<file path="src/design/io_pkg.sv">
// shared localparams, register word offsets
// and packed struct types for the AXI4-Lite port and UART bytes
`default_nettype none

package io_pkg;

    // shortened for simulation
    localparam int clks_per_bit = 16;   // clk_cpu cycles per uart bit
    localparam int ticks_per_ms = 50;   // clk_cpu cycles per ms tick

    localparam int rx_fifo_aw = 4;      // 16 entries
    localparam int axil_aw    = 8;
    localparam int axil_dw    = 32;

    // word offsets of the kept registers
    localparam logic [axil_aw-3:0] reg_ms        = 'd0;
    localparam logic [axil_aw-3:0] reg_led       = 'd1;
    localparam logic [axil_aw-3:0] reg_uart_data = 'd2;
    localparam logic [axil_aw-3:0] reg_uart_stat = 'd3;

    localparam logic [1:0] resp_okay = 2'b00;

    typedef struct packed {
        logic               awvalid;
        logic [axil_aw-1:0] awaddr;
        logic               wvalid;
        logic [axil_dw-1:0] wdata;
        logic [3:0]         wstrb;
        logic               bready;
        logic               arvalid;
        logic [axil_aw-1:0] araddr;
        logic               rready;
    } axil_m2s_t;

    typedef struct packed {
        logic               awready;
        logic               wready;
        logic               bvalid;
        logic [1:0]         bresp;
        logic               arready;
        logic               rvalid;
        logic [axil_dw-1:0] rdata;
        logic [1:0]         rresp;
    } axil_s2m_t;

    typedef struct packed {
        logic       valid;  // one-cycle strobe
        logic [7:0] data;
    } uart_byte_t;

endpackage

`default_nettype wire

</file>
<file path="src/design/ms_timer.sv">
// cycle prescaler and free-running millisecond counter
`timescale 1ns/10ps
`default_nettype none

module ms_timer (
    input  wire logic        clk_cpu,
    input  wire logic        rst_n,
    output      logic [31:0] ms_count_o
);
    import io_pkg::*;

    localparam int pw = $clog2(ticks_per_ms);

    logic [pw-1:0] pre_q;
    logic          wrap;

    assign wrap = (pre_q == pw'(ticks_per_ms - 1));

    always_ff @(posedge clk_cpu) begin
        if (!rst_n) begin
            pre_q      <= '0;
            ms_count_o <= 32'd0;
        end else begin
            pre_q      <= wrap ? '0 : pre_q + 1'b1;
            ms_count_o <= ms_count_o + {31'd0, wrap};  // one ms per wrap
        end
    end

endmodule

`default_nettype wire

</file>
<file path="src/design/uart_rx.sv">
// UART receiver: line synchronizer, start-bit centering,
// LSB-first data sampling and stop-bit check
`timescale 1ns/10ps
`default_nettype none

module uart_rx (
    input  wire logic               clk_cpu,
    input  wire logic               rst_n,
    input  wire logic               serial_i,
    output      io_pkg::uart_byte_t byte_o
);
    import io_pkg::*;

    localparam int cw = $clog2(clks_per_bit);

    typedef enum logic [1:0] {st_idle, st_start, st_data, st_stop} rx_state_t;

    rx_state_t     state_q;
    logic [1:0]    sync_q;     // two-flop synchronizer
    logic          rx_s;
    logic [cw-1:0] cnt_q;
    logic [2:0]    bit_q;
    logic [7:0]    shreg;
    logic          valid_q;

    assign rx_s = sync_q[1];

    always_ff @(posedge clk_cpu) begin
        if (!rst_n) begin
            sync_q  <= 2'b11;   // idle line is high
            state_q <= st_idle;
            cnt_q   <= '0;
            bit_q   <= 3'd0;
            valid_q <= 1'b0;
        end else begin
            sync_q  <= {sync_q[0], serial_i};
            valid_q <= 1'b0;
            cnt_q   <= cnt_q + 1'b1;
            case (state_q)
                st_idle: begin
                    cnt_q <= '0;
                    if (!rx_s)
                        state_q <= st_start;
                end
                st_start: if (cnt_q == cw'(clks_per_bit / 2 - 1)) begin
                    cnt_q   <= '0;
                    bit_q   <= 3'd0;
                    // glitch shorter than half a bit goes back to idle
                    state_q <= rx_s ? st_idle : st_data;
                end
                st_data: if (cnt_q == cw'(clks_per_bit - 1)) begin
                    cnt_q <= '0;
                    bit_q <= bit_q + 1'b1;
                    if (bit_q == 3'd7)
                        state_q <= st_stop;
                end
                st_stop: if (cnt_q == cw'(clks_per_bit - 1)) begin
                    valid_q <= rx_s;   // framing error drops the byte
                    state_q <= st_idle;
                end
                default: state_q <= st_idle;
            endcase
        end
    end

    // sample at bit center, LSB first
    always_ff @(posedge clk_cpu) begin
        if (state_q == st_data && cnt_q == cw'(clks_per_bit - 1))
            shreg <= {rx_s, shreg[7:1]};
    end

    assign byte_o.valid = valid_q;
    assign byte_o.data  = shreg;

endmodule

`default_nettype wire

</file>
<file path="src/design/uart_tx.sv">
// UART transmitter: start bit, eight data bits LSB first,
// stop bit, with busy flag for the whole frame
`timescale 1ns/10ps
`default_nettype none

module uart_tx (
    input  wire logic               clk_cpu,
    input  wire logic               rst_n,
    input  wire io_pkg::uart_byte_t byte_i,
    output      logic               serial_o,
    output      logic               busy_o
);
    import io_pkg::*;

    localparam int cw = $clog2(clks_per_bit);

    logic [9:0]    frame_q;   // stop, data, start
    logic [cw-1:0] cnt_q;
    logic [3:0]    nbit_q;
    logic          busy_q;
    logic          bit_end;

    assign bit_end = (cnt_q == cw'(clks_per_bit - 1));

    always_ff @(posedge clk_cpu) begin
        if (!rst_n) begin
            busy_q <= 1'b0;
            cnt_q  <= '0;
            nbit_q <= 4'd0;
        end else if (!busy_q) begin
            cnt_q  <= '0;
            nbit_q <= 4'd0;
            busy_q <= byte_i.valid;
        end else begin
            cnt_q <= bit_end ? '0 : cnt_q + 1'b1;
            if (bit_end) begin
                nbit_q <= nbit_q + 1'b1;
                if (nbit_q == 4'd9)
                    busy_q <= 1'b0;   // end of stop bit
            end
        end
    end

    always_ff @(posedge clk_cpu) begin
        if (!busy_q && byte_i.valid)
            frame_q <= {1'b1, byte_i.data, 1'b0};
        else if (busy_q && bit_end)
            frame_q <= {1'b1, frame_q[9:1]};
    end

    assign serial_o = busy_q ? frame_q[0] : 1'b1;
    assign busy_o   = busy_q;

    // controller must hold off new bytes during a frame
    a_no_start_busy: assert property (@(posedge clk_cpu) disable iff (!rst_n)
        !(byte_i.valid && busy_q));

endmodule

`default_nettype wire

</file>
<file path="src/design/rx_fifo.sv">
// circular byte queue for received characters
// pushes dropped when full, head shown combinationally
`timescale 1ns/10ps
`default_nettype none

module rx_fifo (
    input  wire logic               clk_cpu,
    input  wire logic               rst_n,
    input  wire io_pkg::uart_byte_t push_i,
    input  wire logic               pop_i,
    output      logic [7:0]         head_o,
    output      logic               empty_o
);
    import io_pkg::*;

    localparam int depth = 2 ** rx_fifo_aw;

    logic [7:0]            mem [depth];
    logic [rx_fifo_aw-1:0] wr_ptr;
    logic [rx_fifo_aw-1:0] rd_ptr;
    logic [rx_fifo_aw:0]   count_q;   // occupancy
    logic                  do_push;
    logic                  do_pop;

    assign empty_o = (count_q == '0);
    assign do_push = push_i.valid && (count_q != (rx_fifo_aw + 1)'(depth));
    assign do_pop  = pop_i && !empty_o;
    assign head_o  = mem[rd_ptr];

    always_ff @(posedge clk_cpu) begin
        if (!rst_n) begin
            wr_ptr  <= '0;
            rd_ptr  <= '0;
            count_q <= '0;
        end else begin
            if (do_push)
                wr_ptr <= wr_ptr + 1'b1;
            if (do_pop)
                rd_ptr <= rd_ptr + 1'b1;
            count_q <= count_q + {{rx_fifo_aw{1'b0}}, do_push} - {{rx_fifo_aw{1'b0}}, do_pop};
        end
    end

    always_ff @(posedge clk_cpu) begin
        if (do_push)
            mem[wr_ptr] <= push_i.data;
    end

    a_no_pop_empty: assert property (@(posedge clk_cpu) disable iff (!rst_n)
        pop_i |-> !empty_o);

endmodule

`default_nettype wire

</file>
<file path="src/design/io_regs_ctrl.sv">
// AXI4-Lite slave of the I/O block: channel handshakes, offset decode,
// read mux, LED register and UART transmit / dequeue strobes
`timescale 1ns/10ps
`default_nettype none

module io_regs_ctrl (
    input  wire logic               clk_cpu,
    input  wire logic               rst_n,
    input  wire io_pkg::axil_m2s_t  axil_i,
    output      io_pkg::axil_s2m_t  axil_o,
    input  wire logic [31:0]        ms_count_i,
    input  wire logic [7:0]         fifo_head_i,
    input  wire logic               fifo_empty_i,
    input  wire logic               tx_busy_i,
    output      logic               fifo_pop_o,
    output      io_pkg::uart_byte_t tx_byte_o,
    output      logic [7:0]         led_o
);
    import io_pkg::*;

    logic [axil_aw-3:0] wr_off;
    logic [axil_aw-3:0] rd_off;
    logic               wr_fire;
    logic               rd_fire;
    logic               bvalid_q;
    logic               rvalid_q;
    logic [axil_dw-1:0] rd_mux;
    logic [axil_dw-1:0] rdata_q;
    logic [7:0]         rx_data_q;   // last dequeued byte
    logic [7:0]         tx_data_q;
    logic               tx_start_q;
    logic               pop_q;
    logic               tx_ready;

    assign wr_off = axil_i.awaddr[axil_aw-1:2];
    assign rd_off = axil_i.araddr[axil_aw-1:2];

    // address and data taken together, only with no response pending
    assign wr_fire = axil_i.awvalid && axil_i.wvalid && !bvalid_q;
    assign rd_fire = axil_i.arvalid && !rvalid_q;

    // a start still on its way to the transmitter counts as busy
    assign tx_ready = !tx_busy_i && !tx_start_q;

    always_comb begin
        case (rd_off)
            reg_ms:        rd_mux = ms_count_i;
            reg_led:       rd_mux = '0;   // write-only
            reg_uart_data: rd_mux = {24'd0, rx_data_q};
            reg_uart_stat: rd_mux = {30'd0, tx_ready, !fifo_empty_i};
            default:       rd_mux = '0;
        endcase
    end

    always_ff @(posedge clk_cpu) begin
        if (!rst_n) begin
            bvalid_q   <= 1'b0;
            rvalid_q   <= 1'b0;
            led_o      <= 8'd0;
            tx_start_q <= 1'b0;
            pop_q      <= 1'b0;
            rx_data_q  <= 8'd0;
        end else begin
            tx_start_q <= 1'b0;
            pop_q      <= 1'b0;
            if (wr_fire)
                bvalid_q <= 1'b1;
            else if (axil_i.bready)
                bvalid_q <= 1'b0;
            if (rd_fire)
                rvalid_q <= 1'b1;
            else if (axil_i.rready)
                rvalid_q <= 1'b0;

            if (wr_fire) begin
                if (wr_off == reg_led && axil_i.wstrb[0])
                    led_o <= axil_i.wdata[7:0];
                if (wr_off == reg_uart_data && tx_ready)
                    tx_start_q <= 1'b1;   // dropped when busy
                if (wr_off == reg_uart_stat && !fifo_empty_i)
                    pop_q <= 1'b1;
            end
            if (pop_q)
                rx_data_q <= fifo_head_i;   // head before the pop takes effect
        end
    end

    always_ff @(posedge clk_cpu) begin
        if (rd_fire)
            rdata_q <= rd_mux;
        if (wr_fire && wr_off == reg_uart_data)
            tx_data_q <= axil_i.wdata[7:0];
    end

    always_comb begin
        axil_o         = '0;
        axil_o.awready = wr_fire;
        axil_o.wready  = wr_fire;
        axil_o.bvalid  = bvalid_q;
        axil_o.bresp   = resp_okay;
        axil_o.arready = rd_fire;
        axil_o.rvalid  = rvalid_q;
        axil_o.rdata   = rdata_q;
        axil_o.rresp   = resp_okay;
    end

    assign fifo_pop_o      = pop_q;
    assign tx_byte_o.valid = tx_start_q;
    assign tx_byte_o.data  = tx_data_q;

    // responses hold until the master takes them
    a_bvalid_hold: assert property (@(posedge clk_cpu) disable iff (!rst_n)
        bvalid_q && !axil_i.bready |=> bvalid_q);
    a_rvalid_hold: assert property (@(posedge clk_cpu) disable iff (!rst_n)
        rvalid_q && !axil_i.rready |=> rvalid_q && $stable(rdata_q));

endmodule

`default_nettype wire

</file>
<file path="src/design/io_top.sv">
// top level of the I/O block: register controller, ms timer,
// UART receiver with its queue, UART transmitter
`timescale 1ns/10ps
`default_nettype none

module io_top (
    input  wire logic              clk_cpu,
    input  wire logic              rst_n,
    input  wire io_pkg::axil_m2s_t axil_i,
    output      io_pkg::axil_s2m_t axil_o,
    input  wire logic              uart_rx_i,
    output      logic              uart_tx_o,
    output      logic [7:0]        led_o
);
    import io_pkg::*;

    logic [31:0] ms_count;
    logic [7:0]  fifo_head;
    logic        fifo_empty;
    logic        fifo_pop;
    logic        tx_busy;
    uart_byte_t  rx_byte;    // receiver to queue
    uart_byte_t  tx_byte;    // controller to transmitter

    io_regs_ctrl io_regs_ctrl_i (
        .clk_cpu      (clk_cpu),
        .rst_n        (rst_n),
        .axil_i       (axil_i),
        .axil_o       (axil_o),
        .ms_count_i   (ms_count),
        .fifo_head_i  (fifo_head),
        .fifo_empty_i (fifo_empty),
        .tx_busy_i    (tx_busy),
        .fifo_pop_o   (fifo_pop),
        .tx_byte_o    (tx_byte),
        .led_o        (led_o)
    );

    ms_timer ms_timer_i (
        .clk_cpu    (clk_cpu),
        .rst_n      (rst_n),
        .ms_count_o (ms_count)
    );

    uart_rx uart_rx_i0 (
        .clk_cpu  (clk_cpu),
        .rst_n    (rst_n),
        .serial_i (uart_rx_i),
        .byte_o   (rx_byte)
    );

    rx_fifo rx_fifo_i (
        .clk_cpu (clk_cpu),
        .rst_n   (rst_n),
        .push_i  (rx_byte),
        .pop_i   (fifo_pop),
        .head_o  (fifo_head),
        .empty_o (fifo_empty)
    );

    uart_tx uart_tx_i0 (
        .clk_cpu  (clk_cpu),
        .rst_n    (rst_n),
        .byte_i   (tx_byte),
        .serial_o (uart_tx_o),
        .busy_o   (tx_busy)
    );

endmodule

`default_nettype wire

</file>
<file path="config.mk">
export PLATFORM = sky130hd
export DESIGN_NAME = io_top
export DESIGN_NICKNAME = d
export VERILOG_FILES = /design/src/design/io_pkg.sv /design/src/design/ms_timer.sv /design/src/design/uart_rx.sv /design/src/design/uart_tx.sv /design/src/design/rx_fifo.sv /design/src/design/io_regs_ctrl.sv /design/src/design/io_top.sv
export SDC_FILE = /design/constraint.sdc
export NUM_CORES = 1
export LEC_CHECK = 0
export BUFFER_PORTS_ARGS = -buffer_cell sky130_fd_sc_hd__buf_2
export CAP_MARGIN = 20
export CORE_MARGIN = 1.5
export CORE_UTILIZATION = 52
export CTS_BUF_LIST = sky130_fd_sc_hd__clkbuf_4
export CTS_CLUSTER_SIZE = 8
export DETAILED_ROUTE_END_ITERATION = 7
export PLACE_DENSITY = 0.74
export SLEW_MARGIN = 20
export SYNTH_ARGS = -nofsm -noshare
export SYNTH_HDL_FRONTEND = slang
export SYNTH_SLANG_ARGS = --single-unit
</file>
<file path="constraint.sdc">
create_clock -name clk_cpu -period 4.2 [get_ports clk_cpu]
set_input_delay 0.21 -clock clk_cpu [delete_from_list [all_inputs] [get_ports clk_cpu]]
set_output_delay 0.21 -clock clk_cpu [all_outputs]
set_load 0.01 [all_outputs]
</file>
Yosys cells after proc, flatten, opt, wreduce, memory -nomap -nowiden
Memories as Yosys holds them, arrays and structs flattened. A register that Yosys moved wholly into a read port is not among the register bits.
Index checks and enable logic that the tools add are counted.
{"block": "totals", "in_bits": 60, "reg_bits": 141, "mem_count": 1, "ram_bits": 128}
{"name": "rx_fifo_i.mem", "depth": 16, "width": 8, "read_ports": 1, "rd_ports_with_merged_regs": 1, "wr": 1, "line": "rx_fifo.sv:18", "source": "logic [7:0] mem [depth];"}
{"block": "classes", "addsub": 10, "bitwise_logic": 2, "n_reduce_logical": 34, "n_eq_ne": 20, "muxes": 28}
{"op": "$pmux W32 S3", "count": 1}
{"op": "$add A32 B1 Y32", "count": 1}
{"op": "$eq A6 B2 Y1 const B", "count": 4}
{"op": "$add A4 B1 Y4 const B", "count": 5}
{"op": "$mux W9", "count": 2}
{"op": "$logic_and A1 B1 Y1", "count": 13}
{"op": "$eq A4 B4 Y1 const B", "count": 3}
{"op": "$mux W1", "count": 12}
{"op": "$mux W2", "count": 6}
{"op": "$pmux W4 S3", "count": 1}
{"op": "$mux W4", "count": 2}
{"op": "$ne A2 B1 Y1 const B", "count": 4}
{"op": "$pmux W2 S4", "count": 1}
{"op": "$reduce_bool A2 Y1", "count": 4}
{"op": "$add A6 B1 Y6 const B", "count": 1}
{"op": "$eq A6 B1 Y1 const B", "count": 1}
{"op": "$eq A6 B6 Y1 const B", "count": 1}
{"op": "$logic_not A1 Y1", "count": 6}
{"op": "$logic_not A6 Y1", "count": 1}
{"op": "$mux W3", "count": 2}
{"op": "$pmux W3 S2", "count": 1}
{"op": "$reduce_and A2 Y1", "count": 3}
{"op": "$reduce_and A3 Y1", "count": 2}
{"op": "$add A5 B1 Y5", "count": 1}
{"op": "14 further kinds", "count": 16}

Depth between registers and ports, before layout
Gate-level depths: netlist (run 1).
{"block": "logic_depth", "word_depth": 4, "ltp_mapped": 14, "ltp_nobuf": 13}

Modules after synthesis
From an unflattened synthesis (run 1), not the netlist that was laid out.
{"block": "unflattened", "hier_cells": 818, "area_unflattened_um2": 11547.3}
{"module": "rx_fifo", "instances": 1, "cells_each": 307, "area_per_inst_um2": 5838.1}
{"module": "io_regs_ctrl", "instances": 1, "cells_each": 175, "area_per_inst_um2": 2368.5}
{"module": "ms_timer", "instances": 1, "cells_each": 197, "area_per_inst_um2": 1764.2}
{"module": "uart_rx", "instances": 1, "cells_each": 72, "area_per_inst_um2": 814.5}
{"module": "uart_tx", "instances": 1, "cells_each": 67, "area_per_inst_um2": 762.0}

Least setup slack after synthesis (run 1)
OpenSTA, ideal clock, no wires.
{"block": "synth_path", "kind": "register to register", "startpoint": "register rx_fifo_i.count_q[3]", "endpoint": "register rx_fifo_i.count_q[4]", "stages_incl_launch_ff": 15, "setup_ps": 70, "path_slack_ps": 1215, "path_buffers": 1, "arrival_ps": 2915, "path_cell_list": "dfxtp_1 > inv_1 > ha_1 > or4b_2 > clkbuf_1 > nand2_1 > inv_1 > ha_1 > inv_1 > ha_1 > fa_1 > a21oi_1 > nor2_1 > or3_1 > a21oi_1"}
{"block": "synth_between", "elab_chain_len": 4, "elab_cells_between_ends": 7, "classes_between": "2 x add/sub; 1 x eq/ne; 4 x reduce/logical"}
{"element": "from (decl)", "line": "rx_fifo.sv:21", "source": "logic [rx_fifo_aw:0] count_q;"}
{"element": "from (signal assigned)", "line": "rx_fifo.sv:40", "source": "count_q <= count_q + {{rx_fifo_aw{1'b0}}, do_push} - {{rx_fifo_aw{1'b0}}, do_pop};"}
{"element": "$logic_not A5 Y1", "line": "rx_fifo.sv:25", "source": "assign empty_o = (count_q == '0);"}
{"element": "$logic_not A1 Y1", "line": "rx_fifo.sv:27", "source": "assign do_pop = pop_i && !empty_o;"}
{"element": "$logic_and A1 B1 Y1", "line": "rx_fifo.sv:27"}
{"element": "named net rx_fifo_i.do_pop", "line": "rx_fifo.sv:23", "source": "logic do_pop;"}
{"element": "$sub A5 B1 Y5", "line": "rx_fifo.sv:40"}
The timed path passes the listed nets, and every way through them passes these cells.
A chain may end at the register's enable or synchronous reset.

Worst setup path after layout (run 1)
{"block": "layout_path", "startpoint": "register rx_fifo_i.count_q[2]", "endpoint": "register rx_fifo_i.count_q[4]"}
The elaborated chain is that of the path after synthesis.

==> results of run 1 <==
==> placed cells by master (no fill, tap or decap), types with 5 or more instances in the layout <==
cell type and n:
buf_4 7, nor3_1 8, nand2_1 50, a22o_1 13, nor2_2 8, a21oi_1 18, nand3_1 30, ha_1 27
dlygate4sd3_1 18, xor2_1 21, clkinv_1 11, a22oi_1 7, xnor2_1 10, mux2i_1 57, mux4_2 16, a31oi_1 5
nand2b_1 15, edfxtp_1 184, inv_1 21, nor2b_1 8, dfxtp_1 92, o21ai_0 9, nor4_1 12, and3_1 6
or4_1 9, and2_1 34, nor2_1 63, o31ai_1 8, buf_2 74, o211ai_1 7, nand4_1 16, clkbuf_4 109
==> where the power goes <==
part	internal [mW]	leakage [nW]	switching, mW
clock	1.24	0.553	1.02
combinational	0.0517	1.60	0.0806
sequential	2.90	2.42	0.0107
==> layout make-up <==
| cell class | count | area [µm²] | share of cell area, % |
|---|---|---|---|
| multi-input cells | 502 | 3670 | 28.2 |
| clock inverters | 17 | 92.6 | 0.711 |
| inverters | 22 | 82.6 | 0.634 |
| well taps | 275 | 344 | 2.64 |
| flip-flops and latches | 277 | 7390 | 56.7 |
| clock buffers | 109 | 818 | 6.28 |
| diodes | 1 | 2.50 | 0.0192 |
| repair buffers | 100 | 623 | 4.78 |
==> repair_timing <==
| action | CTS | global route |
|---|---|---|
| endpoints found under the setup margin | 0 | 0 |
| endpoints found under the hold margin | 23 | 0 |
| hold buffers | 18 | 0 |
==> kinds of logic (layout without fill, tap and decap cells) <==
logic type	after synthesis	after routing
compound gates	83	83
xor+xnor	31	31
fa+ha+maj	28	28
buf+inv	76	248
flops	277	277
mux	74	74
other cells	1	5
simple gates	282	282
==> tightest hold or removal path, delay by kind of cell <==
family	cells	cell delay (ns)
and+or+nand+nor	1	0.24
buffers and inverters	1	0.10
AOI/OAI and AO/OA	1	0.10
==> worst paths after layout <==
path	end	slack, ns	startpoint	cells after the start
worst max-delay path	rx_fifo_i.count_q[4]	1.07	rx_fifo_i.count_q[2]	13
worst min-delay path	io_regs_ctrl_i.bvalid_q	0.05	axil_i[56]	3
worst max register to register	rx_fifo_i.count_q[4]	1.07	rx_fifo_i.count_q[2]	13
worst min register to register	uart_rx_i0.sync_q[1]	0.40	uart_rx_i0.sync_q[0]	1
==> per-stage QoR <==
stage                     total power [mW]  setup slack, ns
after floorplan                       3.05             1.21
after global placement                3.09             1.11
after detailed placement              3.09             1.08
after CTS                             5.37             1.07
after global routing                  5.53            0.947
final                                 5.31             1.07
==> registers in the layout, indices dropped and copies added, names as in the netlist, 2 cells and up, named ones only <==
signal	count
uart_tx_i0.cnt_q	4
uart_rx_i0.shreg	8
uart_tx_i0.frame_q	9
ms_timer_i.ms_count_o	32
uart_rx_i0.cnt_q	4
io_regs_ctrl_i.tx_data_q	8
rx_fifo_i.rd_ptr	4
rx_fifo_i.mem	128
ms_timer_i.pre_q	6
rx_fifo_i.wr_ptr	4
io_regs_ctrl_i.rdata_q	32
rx_fifo_i.count_q	5
io_regs_ctrl_i.led_o	8
uart_tx_i0.nbit_q	4
uart_rx_i0.bit_q	3
uart_rx_i0.sync_q	2
io_regs_ctrl_i.rx_data_q	8
==> layer usage <==
layer	GRT usage, %	vias up
li1	-	3428
met1	25.3	3304
met2	31.4	172
met3	4.28	38
met4	7.96	0
met5	0	-
==> results_dict.tcl, run 1 <==
set metrics [dict create \
    status "complete, no violations" \
    critPathKind "reg -> reg" \
    die_w_um 151 \
    drive_above_1_share_pct 22.5 \
    muxShareOfSynthArea_pct 8.28 \
    final_nets 1062 \
    wl_met2_um 10400 \
    route.met3.wl_um 1090 \
    synth_flop_cell "edfxtp_1" \
    dpl.cell_count 1158 \
    synth_enable_flop_cells 184 \
    syn_inst 852 \
    path_clk_slew_ns 0.07 \
    ctsRootBufferMaster "clkbuf_4" \
    power.density_nw_per_um2 408 \
    wirelength_um 21600 \
    yosysUniqueCellTypes 54 \
    grt_pass1_wl_um 33700 \
    rsz0062_at_grt "no" \
    period_needed_ns 3.13 \
    drc_errors 0 \
    avgRoutedWirePerCell_um 16.5 \
    max_clock_freq_ghz 0.320 \
    core_area_um2 21200 \
    yosys.area_share.simple_pct 13.2 \
    cp-start-kind "flip-flop" \
    die_h_um 151 \
    syn_area_um2 11400 \
    synth_top_family_by_area "simple AND/OR/NAND/NOR gates" \
    ys_top_cells_by_area "edfxtp_1 49%, dfxtp_1 16%, mux2i_1 5.0%" \
    drt_iter0_drc 379 \
    synth_area_per_cell_um2 13.4 \
    finalCritPeriodShare_pct 74.5 \
    cts_inserted_buffers 71 \
    worstMarginPinSlew_ns 0.997 \
    path_max_fanout 6 \
    synth_top_area_share_pct 48.6 \
    top_layer "met4" \
    design_area_um2 13000 \
    finalHoldViolCount 0 \
    min_path_type "in -> reg" \
    initial_utilization_pct 53.6 \
    ir_worst_vdd_v 0.000282 \
    placementRows 53 \
    setup_violations 0 \
    grt_max_degree 48 \
    dieArea_um2 22800 \
    total_leakage_power_nw 4.57 \
    drv_slew 0 \
    fin_worst_skew_ns 0.0323 \
    cp_slowest_stage_delay_ns 0.68 \
    cts.path.max_buffers 3 \
    grt_overflow 0 \
    antenna_found_initial 1 \
    slowest_stage "or4b_2" \
    yosysTopAreaCell "edfxtp_1" \
    hpwl_um 13500 \
    post_cts_buffers 0 \
    num_vias 6942 \
    yosys_warnings 0 \
    ant_nets 0 \
    clkLatencyLatePin_ns 0.65 \
    async_reset_ff_share_pct 0 \
    post_drt_via_cell_ratio 5.33 \
    synth_compound_area_share_pct 5.06 \
    syn2layout_area_growth_pct 14.5 \
    m1WireLength_um 9580 \
    cts_resized 0 \
    cts.htree.levels 3 \
    max-cap-violations 0 \
    tns_ns 0 \
    num_io_pins 110 \
    routabilityCongestion 0.778 \
    utilization_pct 61.4 \
    path_buf_inv 3 \
    critical_path.top_delay_family "simple AND/OR/NAND/NOR gates" \
    portBuffers 74 \
    synthTopCellsByCount "184 x edfxtp_1, 93 x dfxtp_1, 63 x nor2_1" \
    hold_slack_ns 0.0472 \
    end_kind "flip-flop" \
    critPathArrivalTime_ns 3.70 \
    slew_headroom_pct 33.3 \
    synth_most_common_cell "edfxtp_1" \
    gr-usage-all-layers_pct 19.3 \
    synth-seq-area-share_pct 64.9 \
    fill_cells 1642 \
    cts_tree "yes" \
    ys_ff_latch 277 \
    fin_cells 1303 \
    synthXorXnorAreaFrac_pct 2.39 \
    synth-adder-area-share_pct 3.14 \
    required_ns 4.77 \
    clock-sinks 277 \
    crit_chain "inv_1 -> ha_1 -> or4b_2 -> nand2_1 -> inv_1 -> ha_1 -> inv_1 -> ha_1 -> fa_1 -> a21oi_1 -> nor2_1 -> or3_1 -> a21oi_1" \
    dpl-instance-area_um2 11900 \
    grt_pass1_vias 6675 \
    first_pass_iters 5 \
]
Note: power is estimated with default switching activity, not from simulation.
==> run 2: changes to the inputs <==
ABC_AREA = 1   (was unset)
clock period = 3.2 ns   (was 4.2 ns; I/O delays follow)
==> run 2 against run 1 <==
Against the previous run: non-clock buffer count up 10; combinational power up 92%; design area up 5.1%; worst hold slack better by 0.0092 ns; routed wire length up 24%; sequential share of layout area down 2.8 points; register-to-register slack worse by 0.60 ns; critical path type unchanged; largest power group unchanged.
==> results_dict.tcl, run 2 <==
set metrics [dict create \
    cts.path.max_buffers 3 \
    die_w_um 155 \
    critPathKind "reg -> reg" \
    synth_enable_flop_cells 184 \
    utilization_pct 60.6 \
    gr-usage-all-layers_pct 22.7 \
    placementRows 55 \
    clock-sinks 277 \
    cts_tree "yes" \
    power_mw 7.15 \
    hold_depth 4 \
    routabilityCongestion 0.913 \
    end_kind "flip-flop" \
    period_needed_ns 2.72 \
    fill_cells 1877 \
    power.density_nw_per_um2 522 \
    setup_violations 0 \
    rsz0062_at_grt "no" \
    grt_pass1_vias 8508 \
    avgRoutedWirePerCell_um 15.3 \
    synth_area_per_cell_um2 9.49 \
    cts.htree.levels 3 \
    grt_pass1_wl_um 42200 \
    syn_inst 1260 \
    synth_top_area_share_pct 46.2 \
    max_clock_freq_ghz 0.367 \
    largest_reg_flops 128 \
    initial_utilization_pct 53.0 \
    hpwl_um 16800 \
    critPathArrivalTime_ns 3.27 \
    cp-start-kind "flip-flop" \
    syn_area_um2 12000 \
    worst_slack_ns 0.476 \
    top_register "rx_fifo_i.mem" \
    dieArea_um2 23900 \
    final_nets 1485 \
    status "complete, no violations" \
    async_reset_ff_share_pct 0 \
    final_cell_mix "377 x nand2_1, 184 x edfxtp_1, 121 x nor2_1" \
    finalCritPeriodShare_pct 85.1 \
    drive_above_1_share_pct 15.9 \
    tns_ns 0 \
    required_ns 3.75 \
    ys_ff_latch 277 \
    worstMarginPinSlew_ns 0.960 \
    core_area_um2 22600 \
    drt_iter0_drc 979 \
    num_io_pins 110 \
    drc_errors 0 \
    portBuffers 74 \
    synth_most_common_cell "nand2_1" \
    max-cap-violations 0 \
    r2r_cells 14 \
    total_leakage_power_nw 5.36 \
    yosysUniqueCellTypes 40 \
    grt_overflow 0 \
    first_pass_iters 8 \
    clkLatencyLatePin_ns 0.68 \
    ctsRootBufferMaster "clkbuf_4" \
    post_drt_via_cell_ratio 5.20 \
    finalHoldViolCount 0 \
    path_clk_slew_ns 0.07 \
    drv_slew 0 \
    yosys_warnings 0 \
    ir_worst_vdd_v 0.000284 \
    antenna_found_initial 1 \
    yosysTopAreaCell "edfxtp_1" \
    ant_nets 0 \
    path_max_fanout 4 \
    synth-seq-area-share_pct 61.8 \
    ys_top_cells_by_area "edfxtp_1 46%, dfxtp_1 16%, nand2_1 12%" \
    fin_worst_skew_ns 0.0491 \
    synth_flop_cell "edfxtp_1" \
    wirelength_um 26600 \
    synthTopCellsByCount "377 x nand2_1, 184 x edfxtp_1, 122 x nor2_1" \
    reg_top3 "rx_fifo_i.mem (128), io_regs_ctrl_i.rdata_q (32), ms_timer_i.ms_count_o (32)" \
    die_h_um 155 \
    mostFrequentLayoutCell "nand2_1" \
    slew_headroom_pct 36.0 \
    cts_inserted_buffers 70 \
    num_vias 9050 \
    syn2layout_area_growth_pct 14.5 \
    grt_max_degree 67 \
    dp_slack_ns 0.477 \
    min_path_type "in -> reg" \
]
run 2: cell count changes in the layout (fill, tap and decap cells not counted), moves of 16 or more:
| cell | previous run | this run |
|---|---|---|
| nand2_1 | 50 | 377 |
| inv_1 | 21 | 119 |
| nand3_1 | 30 | 113 |
| nor2_1 | 63 | 121 |
| mux2i_1 | 57 | 0 |
| a21oi_1 | 18 | 56 |
| and2_1 | 34 | 1 |
| o21ai_0 | 9 | 29 |
| mux4_2 | 16 | 0 |
| xor2_1 | 21 | 5 |
run 2: power by group:
part           total [mW]  switching (mW)  internal (mW)
combinational       0.253           0.153         0.0997
sequential           3.84          0.0281           3.81
clock                3.06            1.43           1.63
total                7.15            1.61           5.54
run 2: cell type report:
cell class                 instances  area (µm²)  area share (%)
sequential                       277        7390            54.0
inverter                         127         478            3.49
multi-input combinational        811        3830            28.0
clock inverter                    20         111           0.813
clock buffer                     108         811            5.92
antenna                            1        2.50          0.0183
tap                              285         357            2.60
timing repair buffer             110         708            5.17
run 2: layer usage:
layer	vias to the layer above	GRT usage, %	routed length [µm]
met1	4185	31.0	11800
met4	0	8.93	514
met2	365	35.8	12300
li1	4458	-	-
met5	-	0	0
met3	42	4.51	2010
run 2: kinds of logic after synthesis:
kind of cell / after synthesis / share of synthesized area, %
AO/OA/AOI/OAI: 97 / 4.27
XOR/XNOR: 7 / 0.513
adder cells (fa/ha/maj): 28 / 2.99
buffers and inverters: 175 / 6.25
flip-flops: 277 / 61.8
other: 1 / 0.0314
AND/OR/NAND/NOR: 675 / 24.1
run 2: final timing paths:
path | start | endpoint | slack (ns)
hold reg to reg | uart_rx_i0.sync_q[0] | uart_rx_i0.sync_q[1] | 0.42
setup reg to reg | rx_fifo_i.count_q[2] | rx_fifo_i.count_q[4] | 0.48
setup / recovery | rx_fifo_i.count_q[2] | rx_fifo_i.count_q[4] | 0.48
hold / removal | axil_i[7] | io_regs_ctrl_i.rdata_q[1] | 0.06
run 2: per-stage QoR:
stage	hold WS (ns)	area (µm²)	std cells
4_1_cts	0.0128	13700	1738
3_5_place_dp	0.350	12500	1583
5_1_grt	0.0415	13700	1739
2_1_floorplan	0.259	12000	1263
6_report	0.0564	13700	1739
3_3_place_gp	0.347	12500	1583
run 2: critical path, stage by stage (launching register included):
cell     delay, ns
dfxtp_1       0.32
inv_1         0.08
ha_1          0.17
nand4_1       0.26
nand2_1       0.21
inv_1         0.11
ha_1          0.29
inv_1         0.04
ha_1          0.21
fa_1          0.39
nand2_1       0.07
inv_1         0.04
o21ai_0       0.19
and3_1        0.19
nor3_1        0.04
run 2: repair_timing:
item                                   CTS  global route
resized for setup                        0             0
buffers inserted                         0             0
endpoints found under the hold margin   37             0
hold buffers                            27             0
==> run 3: changes to the inputs <==
CORE_ASPECT_RATIO = 1.5   (was unset)
CORE_UTILIZATION = 35   (was 52)
PLACE_DENSITY = 0.55   (was 0.74)
==> run 3 against run 2 <==
Against the previous run: non-clock buffer count rose by 8; flip-flop and latch count is the same; routed wire length rose by 3.7%; clock-buffer cell count fell by 8; clock power decreased by 3%; via count is 1.8% lower; critical endpoint is now io_regs_ctrl_i.led_o[0]; register-to-register slack got worse by 0.25 ns; worst hold slack improved by 0.074 ns; largest cell class unchanged; design area is 1.5% higher.
==> results_dict.tcl, run 3 (same netlist as run 2, synthesis figures left out) <==
set metrics [dict create \
    status "complete, no violations" \
    wirelength_um 27600 \
    max-cap-violations 0 \
    post_cts_buffers 0 \
    grt_max_degree 67 \
    slew_headroom_pct 37.8 \
    rsz0062_at_grt "no" \
    ctsRootBufferMaster "clkbuf_4" \
    fill_cells 3305 \
    ctsHoldBuffers 31 \
    drc_errors 0 \
    grt_overflow 0 \
    period_needed_ns 2.98 \
    grt_pass1_vias 8969 \
    max_clock_freq_ghz 0.336 \
    end_kind "flip-flop" \
    gr-usage-all-layers_pct 16.1 \
    timing.rr.start "io_regs_ctrl_i.bvalid_q" \
    setup_violations 0 \
    portBuffers 74 \
    total_leakage_power_nw 5.38 \
    dieArea_um2 35300 \
    antenna_found_initial 2 \
    tns_ns 0 \
    post_drt_via_cell_ratio 4.74 \
    path_max_fanout 8 \
    avgRoutedWirePerCell_um 14.7 \
    mostFrequentLayoutCell "nand2_1" \
    initial_utilization_pct 35.6 \
    cts_tree "yes" \
    finalHoldViolCount 0 \
    crit_start "io_regs_ctrl_i.bvalid_q" \
    cts_resized 0 \
    r2r_setup_slack_ns 0.22 \
    required_ns 3.81 \
    top_register "rx_fifo_i.mem" \
    critPathArrivalTime_ns 3.59 \
    num_io_pins 110 \
    clock-sinks 277 \
    final_nets 1491 \
    rr_endpoint "io_regs_ctrl_i.led_o[0]" \
    critPathKind "reg -> reg" \
    utilization_pct 41.4 \
    cts.path.max_buffers 3 \
    die_w_um 154 \
    cp-start-kind "flip-flop" \
    finalCritPeriodShare_pct 93.0 \
    drive_above_1_share_pct 15.7 \
    fin_cells 1874 \
    min_path_type "in -> reg" \
    power.density_nw_per_um2 509 \
    syn2layout_area_growth_pct 16.2 \
    routabilityCongestion 0.851 \
    first_pass_iters 4 \
    hold_slack_ns 0.130 \
    hpwl_um 18400 \
    dpl.cell_count 1722 \
    largest_reg_flops 128 \
    worst_slack_ns 0.224 \
    ant_nets 0 \
    grt_pass1_wl_um 44200 \
    num_vias 8889 \
    path_clk_slew_ns 0.06 \
    fin_worst_skew_ns 0.0391 \
    drv_slew 0 \
    placementRows 82 \
    drt_iter0_drc 380 \
    clkLatencyLatePin_ns 0.73 \
    dp_slack_ns 0.590 \
    core_area_um2 33500 \
    cts_inserted_buffers 68 \
    worstMarginPinSlew_ns 0.930 \
    cts.htree.levels 3 \
    die_h_um 229 \
    crit_path_end "io_regs_ctrl_i.led_o[0]" \
    reg_top3 "rx_fifo_i.mem (128), io_regs_ctrl_i.rdata_q (32), ms_timer_i.ms_count_o (32)" \
    final_cell_mix "377 x nand2_1, 184 x edfxtp_1, 121 x nor2_1" \
    ir_worst_vdd_v 0.000234 \
    r2r_cells 9 \
    min_from "axil_i[11]" \
]
run 3: cell count changes in the layout (fill, tap and decap cells not counted), moves of 3 or more:
cell	previous run	this run
dlygate4sd3_1	27	31
diode_2	1	4
clkbuf_4	108	100
buf_4	9	13
clkinv_1	14	11
run 3: per-layer routing:
layer | up-vias | track usage [%] | share of wire, %
met4 | 0 | 10.8 | 5.1
met3 | 91 | 3.35 | 4.3
met2 | 230 | 29.7 | 52
met5 | - | 0 | 0
met1 | 4103 | 16.2 | 39
li1 | 4465 | - | -
run 3: critical path, stage by stage (launching register included):
cell           delay [ns]
dfxtp_1              0.33
inv_1                0.14
nand3_4              0.08
dlygate4sd3_1        0.62
nor4_4               0.15
dlygate4sd3_1        0.76
nand3b_1             0.11
dlygate4sd3_1        0.56
nand2_1              0.07
nor2_2               0.04
run 3: where the power goes:
group,switching (mW),internal [mW],total (mW)
clock,1.38,1.59,2.97
sequential,0.0269,3.82,3.84
combinational,0.156,0.103,0.259
run 3: through the flow:
step / total power [mW] / instance area (µm²)
2_1_floorplan: 4.08 / 12000
3_3_place_gp: 4.15 / 12700
5_1_grt: 7.41 / 13900
3_5_place_dp: 4.16 / 12700
4_1_cts: 7.18 / 13900
6_report: 7.08 / 13900
run 3: area by class of cell:
type / instances / area [µm²] / area share (%)
timing repair buffer: 118 / 778 / 5.60
inverter: 127 / 477 / 3.43
tap: 420 / 526 / 3.78
sequential: 277 / 7390 / 53.2
clock inverter: 17 / 123 / 0.883
antenna: 4 / 10.0 / 0.0721
multi-input combinational: 811 / 3840 / 27.6
clock buffer: 100 / 751 / 5.40
run 3: worst min path at each step:
| stage | to | slack [ns] | cells after the start |
|---|---|---|---|
| 2_1_floorplan | io_regs_ctrl_i.tx_data_q[0] | 0.26 | 0 |
| 3_3_place_gp | uart_rx_i0.sync_q[0] | 0.35 | 2 |
| 3_5_place_dp | uart_rx_i0.sync_q[0] | 0.35 | 2 |
| 4_1_cts | io_regs_ctrl_i.led_o[7] | 0.06 | 6 |
| 5_1_grt | uart_rx_i0.sync_q[0] | 0.13 | 3 |
| 6_report | io_regs_ctrl_i.led_o[7] | 0.13 | 6 |
